## config.mk

```make
export PLATFORM = sky130hd
export DESIGN_NAME = motorDriveTop
export DESIGN_NICKNAME = d
export VERILOG_FILES = /design/src/design/motor_pkg.sv /design/src/design/commutationSequencer.sv /design/src/design/gateDriver.sv /design/src/design/motorDriveTop.sv /design/src/design/runControl.sv
export VERILOG_INCLUDE_DIRS = /design/src /design/src/design
export SDC_FILE = /design/constraint.sdc
export NUM_CORES = 1
export LEC_CHECK = 0
export BUFFER_PORTS_ARGS = -buffer_cell sky130_fd_sc_hd__buf_2
export CORE_ASPECT_RATIO = 1.2
export CORE_UTILIZATION = 45
export CTS_CLUSTER_DIAMETER = 100
export CTS_CLUSTER_SIZE = 14
export DETAILED_ROUTE_END_ITERATION = 8
export PLACE_DENSITY_LB_ADDON = 0.3
export SETUP_SLACK_MARGIN = 0.5
export SYNTH_ARGS = -nofsm -noshare
export SYNTH_HDL_FRONTEND = slang
export SYNTH_SLANG_ARGS = --single-unit
```

## constraint.sdc

```tcl
create_clock -name clk50mhz -period 3.86 [get_ports clk50mhz]
set_input_delay 0.772 -clock clk50mhz [delete_from_list [all_inputs] [get_ports clk50mhz]]
set_output_delay 0.772 -clock clk50mhz [all_outputs]
set_load 0.01 [all_outputs]
```

## src/design/motor_config.svh

```systemverilog
`ifndef MOTOR_CONFIG_SVH
`define MOTOR_CONFIG_SVH

// Clock cycles per prescaler tick.
`define STEP_PRESCALE 50

// All-off cycles between two different conducting patterns.
`define DEAD_TIME 8

// Clock cycles the low-side brake is held after a stop.
`define BRAKE_CYCLES 400

`endif

```

## src/design/motor_pkg.sv

```systemverilog
package motor_pkg;

    // Step period in prescaler ticks, zero holds the sector.
    typedef logic [9:0] freqWord_t;

    // Commutation sector, only 0 to 5 are used.
    typedef logic [2:0] sector_t;

    // Gate bits from MSB down: aH, aL, bH, bL, cH, cL.
    typedef logic [5:0] gatePattern_t;

    typedef enum logic [1:0] {
        stIdle  = 2'd0,
        stRun   = 2'd1,
        stBrake = 2'd2
    } runState_t;

    // Highest sector before the counter wraps.
    localparam sector_t SECTOR_LAST = 3'd5;

    // All switches open.
    localparam gatePattern_t GATES_OFF = 6'b000000;

    // All three low sides on, shorting the windings.
    localparam gatePattern_t GATES_BRAKE = 6'b010101;

    // Conducting pattern for one sector of the forward sequence.
    function automatic gatePattern_t sectorPattern(input sector_t idx);
        gatePattern_t pat;
        case (idx)
            3'd0:    pat = 6'b100100;
            3'd1:    pat = 6'b100001;
            3'd2:    pat = 6'b001001;
            3'd3:    pat = 6'b011000;
            3'd4:    pat = 6'b010010;
            3'd5:    pat = 6'b000110;
            default: pat = GATES_OFF;
        endcase
        return pat;
    endfunction

endpackage

```

## src/design/commutationSequencer.sv

```systemverilog
`timescale 1ns/1ns

`include "motor_config.svh"

module commutationSequencer
    import motor_pkg::*;
(
    input  logic      clk50mhz,
    input  logic      rstN,
    input  freqWord_t freq,
    output sector_t   sector
);

    localparam int PRESCALE = `STEP_PRESCALE;
    localparam int PRE_W = $clog2(PRESCALE + 1);

    logic [PRE_W-1:0] preCnt;
    logic             tick;
    freqWord_t        stepCnt;
    logic             holdSector;

    // A zero frequency word freezes the whole timing chain.
    assign holdSector = (freq == '0);

    assign tick = !holdSector && (preCnt == PRE_W'(PRESCALE - 1));

    always_ff @(posedge clk50mhz or negedge rstN) begin
        if (!rstN) begin
            preCnt <= '0;
        end else if (!holdSector) begin
            if (tick) begin
                preCnt <= '0;
            end else begin
                preCnt <= preCnt + 1'b1;
            end
        end
    end

    // Count freq+1 ticks per sector. The >= guards against
    // a freq that drops below the running count.
    always_ff @(posedge clk50mhz or negedge rstN) begin
        if (!rstN) begin
            stepCnt <= '0;
            sector  <= '0;
        end else if (tick) begin
            if (stepCnt >= freq) begin
                stepCnt <= '0;
                if (sector == SECTOR_LAST) begin
                    sector <= '0;
                end else begin
                    sector <= sector + 1'b1;
                end
            end else begin
                stepCnt <= stepCnt + 1'b1;
            end
        end
    end

endmodule

```

## src/design/gateDriver.sv

```systemverilog
`timescale 1ns/1ns

`include "motor_config.svh"

module gateDriver
    import motor_pkg::*;
(
    input  logic         clk50mhz,
    input  logic         rstN,
    input  sector_t      sector,
    input  logic         running,
    input  logic         reverse,
    input  logic         braking,
    output gatePattern_t gates
);

    localparam int DEAD = `DEAD_TIME;
    localparam int DEAD_W = $clog2(DEAD + 1);

    sector_t          tableIdx;
    gatePattern_t     desired;
    gatePattern_t     target;
    logic [DEAD_W-1:0] deadCnt;
    logic             inDead;
    logic             loadTarget;

    // Reverse walks the table backwards: 0, 5, 4, 3, 2, 1.
    always_comb begin
        if (reverse && sector != '0) begin
            tableIdx = sector_t'(3'd6 - sector);
        end else begin
            tableIdx = sector;
        end
    end

    always_comb begin
        if (running) begin
            desired = sectorPattern(tableIdx);
        end else if (braking) begin
            desired = GATES_BRAKE;
        end else begin
            desired = GATES_OFF;
        end
    end

    assign inDead = (deadCnt != '0);

    // A new conducting target starts or restarts the dead time.
    always_comb begin
        if (desired == GATES_OFF) begin
            loadTarget = 1'b0;
        end else if (inDead) begin
            loadTarget = (desired != target);
        end else begin
            loadTarget = (desired != gates);
        end
    end

    always_ff @(posedge clk50mhz) begin
        if (loadTarget) begin
            target <= desired;
        end
    end

    always_ff @(posedge clk50mhz or negedge rstN) begin
        if (!rstN) begin
            gates   <= GATES_OFF;
            deadCnt <= '0;
        end else if (desired == GATES_OFF) begin
            // Turning off never waits.
            gates   <= GATES_OFF;
            deadCnt <= '0;
        end else if (loadTarget) begin
            gates   <= GATES_OFF;
            deadCnt <= DEAD_W'(DEAD);
        end else if (inDead) begin
            if (deadCnt == DEAD_W'(1)) begin
                gates <= target;
            end
            deadCnt <= deadCnt - 1'b1;
        end
    end

endmodule

```

## src/design/motorDriveTop.sv

```systemverilog
`timescale 1ns/1ns

`include "motor_config.svh"

module motorDriveTop
    import motor_pkg::*;
(
    input  logic      clk50mhz,
    input  logic      rstN,
    input  logic      start,
    input  logic      invOrStop,
    input  freqWord_t freq,
    output logic      aH,
    output logic      aL,
    output logic      bH,
    output logic      bL,
    output logic      cH,
    output logic      cL
);

    sector_t      sector;
    logic         running;
    logic         reverse;
    logic         braking;
    gatePattern_t gates;

    commutationSequencer seq (
        .clk50mhz   (   clk50mhz    ),
        .rstN       (   rstN        ),
        .freq       (   freq        ),
        .sector     (   sector      )
    );

    runControl ctrl (
        .clk50mhz   (   clk50mhz    ),
        .rstN       (   rstN        ),
        .start      (   start       ),
        .invOrStop  (   invOrStop   ),
        .running    (   running     ),
        .reverse    (   reverse     ),
        .braking    (   braking     )
    );

    gateDriver drv (
        .clk50mhz   (   clk50mhz    ),
        .rstN       (   rstN        ),
        .sector     (   sector      ),
        .running    (   running     ),
        .reverse    (   reverse     ),
        .braking    (   braking     ),
        .gates      (   gates       )
    );

    assign {aH, aL, bH, bL, cH, cL} = gates;

endmodule

```

## src/design/runControl.sv

```systemverilog
`timescale 1ns/1ns

`include "motor_config.svh"

module runControl
    import motor_pkg::*;
(
    input  logic clk50mhz,
    input  logic rstN,
    input  logic start,
    input  logic invOrStop,
    output logic running,
    output logic reverse,
    output logic braking
);

    localparam int BRAKE_LEN = `BRAKE_CYCLES;
    localparam int BRK_W = $clog2(BRAKE_LEN + 1);

    logic             startQ;
    logic             startPrev;
    logic             invQ;
    logic             invPrev;
    logic             startRise;
    logic             stopReq;
    logic [BRK_W-1:0] brakeCnt;
    runState_t        state;

    // Input register stage plus a delayed copy for edges.
    always_ff @(posedge clk50mhz or negedge rstN) begin
        if (!rstN) begin
            startQ    <= 1'b0;
            startPrev <= 1'b0;
            invQ      <= 1'b0;
            invPrev   <= 1'b0;
        end else begin
            startQ    <= start;
            startPrev <= startQ;
            invQ      <= invOrStop;
            invPrev   <= invQ;
        end
    end

    // Registered events, so the machine acts two cycles after sampling.
    always_ff @(posedge clk50mhz or negedge rstN) begin
        if (!rstN) begin
            startRise <= 1'b0;
            stopReq   <= 1'b0;
        end else begin
            startRise <= startQ && !startPrev;
            stopReq   <= (invQ && !invPrev) || (!startQ && startPrev);
        end
    end

    always_ff @(posedge clk50mhz or negedge rstN) begin
        if (!rstN) begin
            state    <= stIdle;
            reverse  <= 1'b0;
            brakeCnt <= '0;
        end else begin
            case (state)
                stIdle: begin
                    if (startRise) begin
                        state   <= stRun;
                        // Direction is fixed for the whole run.
                        reverse <= invQ;
                    end
                end
                stRun: begin
                    if (stopReq) begin
                        state    <= stBrake;
                        brakeCnt <= BRK_W'(BRAKE_LEN - 1);
                    end
                end
                stBrake: begin
                    if (brakeCnt == '0) begin
                        state <= stIdle;
                    end else begin
                        brakeCnt <= brakeCnt - 1'b1;
                    end
                end
                default: state <= stIdle;
            endcase
        end
    end

    assign running = (state == stRun);
    assign braking = (state == stBrake);

endmodule
```

Word level (Yosys, flattened, before mapping)
Cells that the tools add are included.
Widths: inputs -> output; s select.
- magnitude comparators: 1
- reduce and logical (&&, ||, !) cells: 25
- eq/ne operators: 16
- multiplexer cells: 23
- $add $sub $neg: 6
- operators with widths (operator ; count):
    $mux 6 ; 6
    $pmux 6 s6 ; 1
    $mux 9 ; 2
    $pmux 9 s2 ; 1
    $mux 4 ; 3
    $ne 6x6->1 ; 2
    $add 10x1->10 const B ; 1
    $ge 10x10->1 ; 1
    $logic_not 10->1 ; 1
    $mux 10 ; 1
    $eq 3x3->1 const B ; 3
    $logic_not 9->1 ; 1
    $reduce_bool 3->1 ; 3
    $sub 9x1->9 const B ; 1
    $add 6x1->6 const B ; 1
    $eq 3x2->1 const B ; 2
    $eq 6x6->1 const B ; 1
    $logic_not 6->1 ; 1
    $mux 2 ; 3
    $mux 3 ; 2
    $pmux 2 s3 ; 1
    $reduce_and 2->1 ; 3
    $reduce_and 3->1 ; 2
    $logic_and 1x1->1 ; 5
    other kinds (17) ; 23
- bits of input ports: 14
- flip-flop bits (word level): 53
- logic and storage cells: 86

Depth between registers and ports, before layout
- depth in word-level cells: 11
- depth in mapped cells: 11
- mapped depth without buffers: 9

Cells and area by module
From an unflattened synthesis, not the netlist that was laid out.
- cells, all modules: 342
- area, all modules: 3364.5 um2
- modules (own cells, without submodules) (module ; area each (um2) ; cells each ; seq. area each (um2) ; instances):
    commutationSequencer ; 1322.5 ; 142 ; 475.5 ; 1
    gateDriver ; 1137.3 ; 116 ; 430.4 ; 1
    runControl ; 904.6 ; 84 ; 450.4 ; 1

Worst setup path after synthesis
OpenSTA, ideal clock, no wires.
- path type: flip-flop to flip-flop
- from: register seq.sector[0]
- to: register drv.target[0] (enable)
- library setup time: 0.354 ns
- data arrival time: 2.508 ns
- path slack: 0.998 ns
- buffers on the path: 2
- cell stages (with the launch flop): 12
- cells stage by stage: dfrtp_1 -> clkbuf_2 -> inv_1 -> ha_1 -> nand2b_4 -> and4_1 -> o311ai_0 -> xor2_1 -> nor3_1 -> nand4_1 -> buf_2 -> nor2b_1
- longest elaborated chain between the ends: 9
- RTL lines (what ; line ; source):
    start, declared ; commutationSequencer.sv:11 ; output sector_t sector
    start signal, assigned ; commutationSequencer.sv:51 ; sector <= sector + 1'b1;
    parallel branches: the longest is 2 deep, another holds $sub 3x3->3 ; n/a ;
    $mux 3 (*) ; gateDriver.sv:29 ; if (reverse && sector != '0) begin
    $eq 3x3->1 (tied with other cells) ; motor_pkg.sv:30 ; case (idx)
    $pmux 6 s6 (*) ; motor_pkg.sv:30 ;
    $mux 6 (*) ; gateDriver.sv:37 ; if (running) begin
    $ne 6x6->1, on equally long branches ; gateDriver.sv:55, gateDriver.sv:53 ;
    $mux 1 ; gateDriver.sv:52 ; end else if (inDead) begin
    $mux 1 (*) ; gateDriver.sv:50 ; if (desired == GATES_OFF) begin
    named net drv.loadTarget ; gateDriver.sv:25 ; logic loadTarget;
    end signal, assigned ; gateDriver.sv:61 ; target <= desired;
    end, declared ; gateDriver.sv:22 ; gatePattern_t target;
Mark *: on every way through the listed nets, which the timed path passes.
A chain may end at the register's enable or synchronous reset.

Final worst setup path
Ends and elaborated chain as after synthesis.

==> impl_metrics.ini <==
[outcome]
status = completed

[global_route]
overflow = 0
gr-usage-met2_pct = 29.65
grt_start_max_net_pins = 48
use_met1_pct = 19.85
grt_use_met3_pct = 2.956
grt.total_usage_pct = 16.54
grt_pass1_wl_um = 9591
gr-max-usage-layer = met2
grt_pass1_vias = 2232
antenna_found_initial = 0

[final_layout]
regArea_um2 = 1356
final_nets = 358
syn_to_final_growth_pct = 9.713
antennaDiodeCount = 0
multi_input_area_um2 = 1604
drive_above_1_share_pct = 13.04
fillerInstances = 592

[sta]
setup_viol = 0
worst_slew_pin_slew_ns = 1.041
rsz0062_at_grt = no
relSlewSlack_pct = 30.59
finalCritPeriodShare_pct = 77.78
drv_slew = 0
fmax_mhz = 333.1
fin_skew_ns = 0.007308
fin_ws_ns = 0.8579
min_period_ns = 3.002
fin_tns_setup_ns = 0
finalHoldViolCount = 0

[cts]
cts_tree = yes
clk_pin_slew_worst_paths_ns = 0.09
clk_latency_ns = 0.30
numCtsBuffers = 5
htree_num_levels = 2
cts_root_buf = clkbuf_8
ctsLongestPathBuffers = 2
clock_sinks = 53

[synthesis]
synth.avg_cell_area_um2 = 10.31
synth_ff_type = dfrtp_1
synth_warnings = 0
ys_seq_area_share_pct = 43.87
ys_types = 54
syn_nets = 337
synth_edf_count = 6
async_reset_ff_share_pct = 88.68
ys_ff_latch = 53
syn_inst = 300
synth_area_um2 = 3092

[floorplan]
design.core.area_um2 = 6526
fp.dieH_um = 92.80
initial_core_util_pct = 47.37
rows = 32
die_w_um = 77.67
die-area_um2 = 7207
boundaryPins = 20

[power]
ir_worst_vdd_mv = 0.3707
cellLeakagePower_nw = 1.609
p_total_mw = 2.147
powerDensity_nw_per_um2 = 633.1

[route]
drcViolationCount = 0
wl_per_cell_um = 13.07
first_pass_iters = 4
routed-via-count = 2180
totalWireLength_um = 5319
via_per_inst = 5.356
initialDrtViolationCount = 96
ant_nets = 0

[setup_path]
crit_start = seq.sector[0]
crit_required_ns = 3.84
cp_slowest_stage_delay_ns = 0.61
endpoint_kind = register
crit_buf_inv = 2
cp_slowest_cell = dfrtp_1
arrival_ns = 2.99
r2r-start = seq.sector[0]
critPathTopFamily = simple AND/OR/NAND/NOR gates
path_max_fanout = 12
path_class = register to register
cp-start-kind = register
crit_chain = inv_1 > ha_1 > and4_1 > o311ai_0 > xor2_1 > nor3_1 > nand4_1 > buf_4 > nor2b_2

[flow_run]
maxCapViolCount = 0

[place]
io_buffer_count = 19
gp_congestion = 0.8402
pre_cts_ws_ns = 0.3353
dp_hpwl_um = 3925

[hold_path]
hp-class = register to register
hold_start = ctrl.invQ
==> repair_timing <==
| item | 4_1_cts | 5_1_grt |
|---|---|---|
| hold buffers | 0 | 0 |
| resized for setup | 1 | 1 |
| buffers inserted | 0 | 0 |
| cloned | 0 | 0 |
| pin swaps | 0 | 0 |
| endpoints found under the setup margin | 6 | 6 |
==> synthesized netlist by cell type, drive strengths merged (5+ instances only) <==
master | count | area, um2
a22o | 7 | 61.31
nor2b | 11 | 68.82
dfrtp | 47 | 1176
and3 | 6 | 37.54
nand2 | 21 | 78.83
xnor2 | 7 | 61.31
a31oi | 5 | 31.28
nand3 | 7 | 35.03
mux2i | 16 | 160.2
ha | 23 | 287.8
nor2 | 13 | 48.80
o21ai | 15 | 75.07
edfxtp | 6 | 180.2
nand2b | 6 | 45.04
inv | 26 | 97.59
a21oi | 11 | 55.05
xor2 | 7 | 61.31
nor3 | 11 | 55.05
o31ai | 5 | 42.54
==> cells by family (layout without fill, tap and decap cells) <==
group           Yosys count  count (layout)  share of synthesized area [%]
xor+xnor                 14              14                          3.966
flops                    53              53                          43.87
simple gates             97              97                          18.29
fa+ha+maj                23              23                          9.308
buf+inv                  34              56                          4.492
mux                      18              18                          5.908
compound gates           61              61                          14.16
==> report_power, final <==
group | leakage, nW | total [mW] | switching [mW] | internal [mW]
Clock | 0.0518 | 0.371 | 0.180 | 0.191
Sequential | 0.648 | 0.885 | 0.146 | 0.740
Combinational | 0.910 | 0.891 | 0.489 | 0.402
Total | 1.61 | 2.15 | 0.814 | 1.33
==> routing by layer <==
layer,part of all wire [%],wire (um),up-vias
met5,0,0,-
met4,1.2,65,0
met3,2.1,110,6
met2,49,2584,19
met1,48,2558,1044
li1,-,-,1111
==> stage by stage <==
stage	area, um2	instances	util (%)	hold slack (ns)
after CTS	3390	407	51.94	0.3829
after global placement	3274	399	50.17	0.3602
after floorplan	3092	300	-	0.3537
final	3392	407	51.97	0.3806
after detailed placement	3274	399	50.17	0.3607
after global routing	3392	407	51.97	0.4045
==> state kept, by name, indices dropped and copies added (netlist names), 2 cells and up <==
name / cells
seq.preCnt: 6
drv.target: 6
ctrl.brakeCnt: 9
seq.stepCnt: 10
ctrl.state: 2
drv.deadCnt: 4
drv.gates: 6
seq.sector: 3
==> path summary, 6_finish.rpt <==
kind                       cells after the start  slack [ns]             to
max                                            9        0.86  drv.target[0]
min                                            0        0.38   ctrl.invPrev
max reg2reg                                    9        0.86  drv.target[0]
min reg2reg                                    0        0.38   ctrl.invPrev
max in group asynchronous                      1        2.57  seq.sector[2]
min in group asynchronous                      1        0.65    ctrl.startQ
==> area by class of cell <==
class                      count  share of cell area, %
clock inverter                 3                  1.217
clock buffer                   5                  2.029
sequential                    53                  39.99
inverter                      26                  2.877
multi-input combinational    213                  47.29
tap                           85                  3.135
timing repair buffer          22                  3.467
==> layout by cell type, fill, tap and decap left out, drive strengths merged, types with 11 or more instances in the layout <==
| cell | synthesis | final |
|---|---|---|
| dfrtp | 47 | 47 |
| inv | 26 | 26 |
| ha | 23 | 23 |
| buf | 4 | 22 |
| nand2 | 21 | 21 |
| mux2i | 16 | 16 |
| o21ai | 15 | 15 |
| nor2 | 13 | 13 |
| a21oi | 11 | 11 |
| nor3 | 11 | 11 |
| nor2b | 11 | 11 |
(Power assumes the default switching activity.)
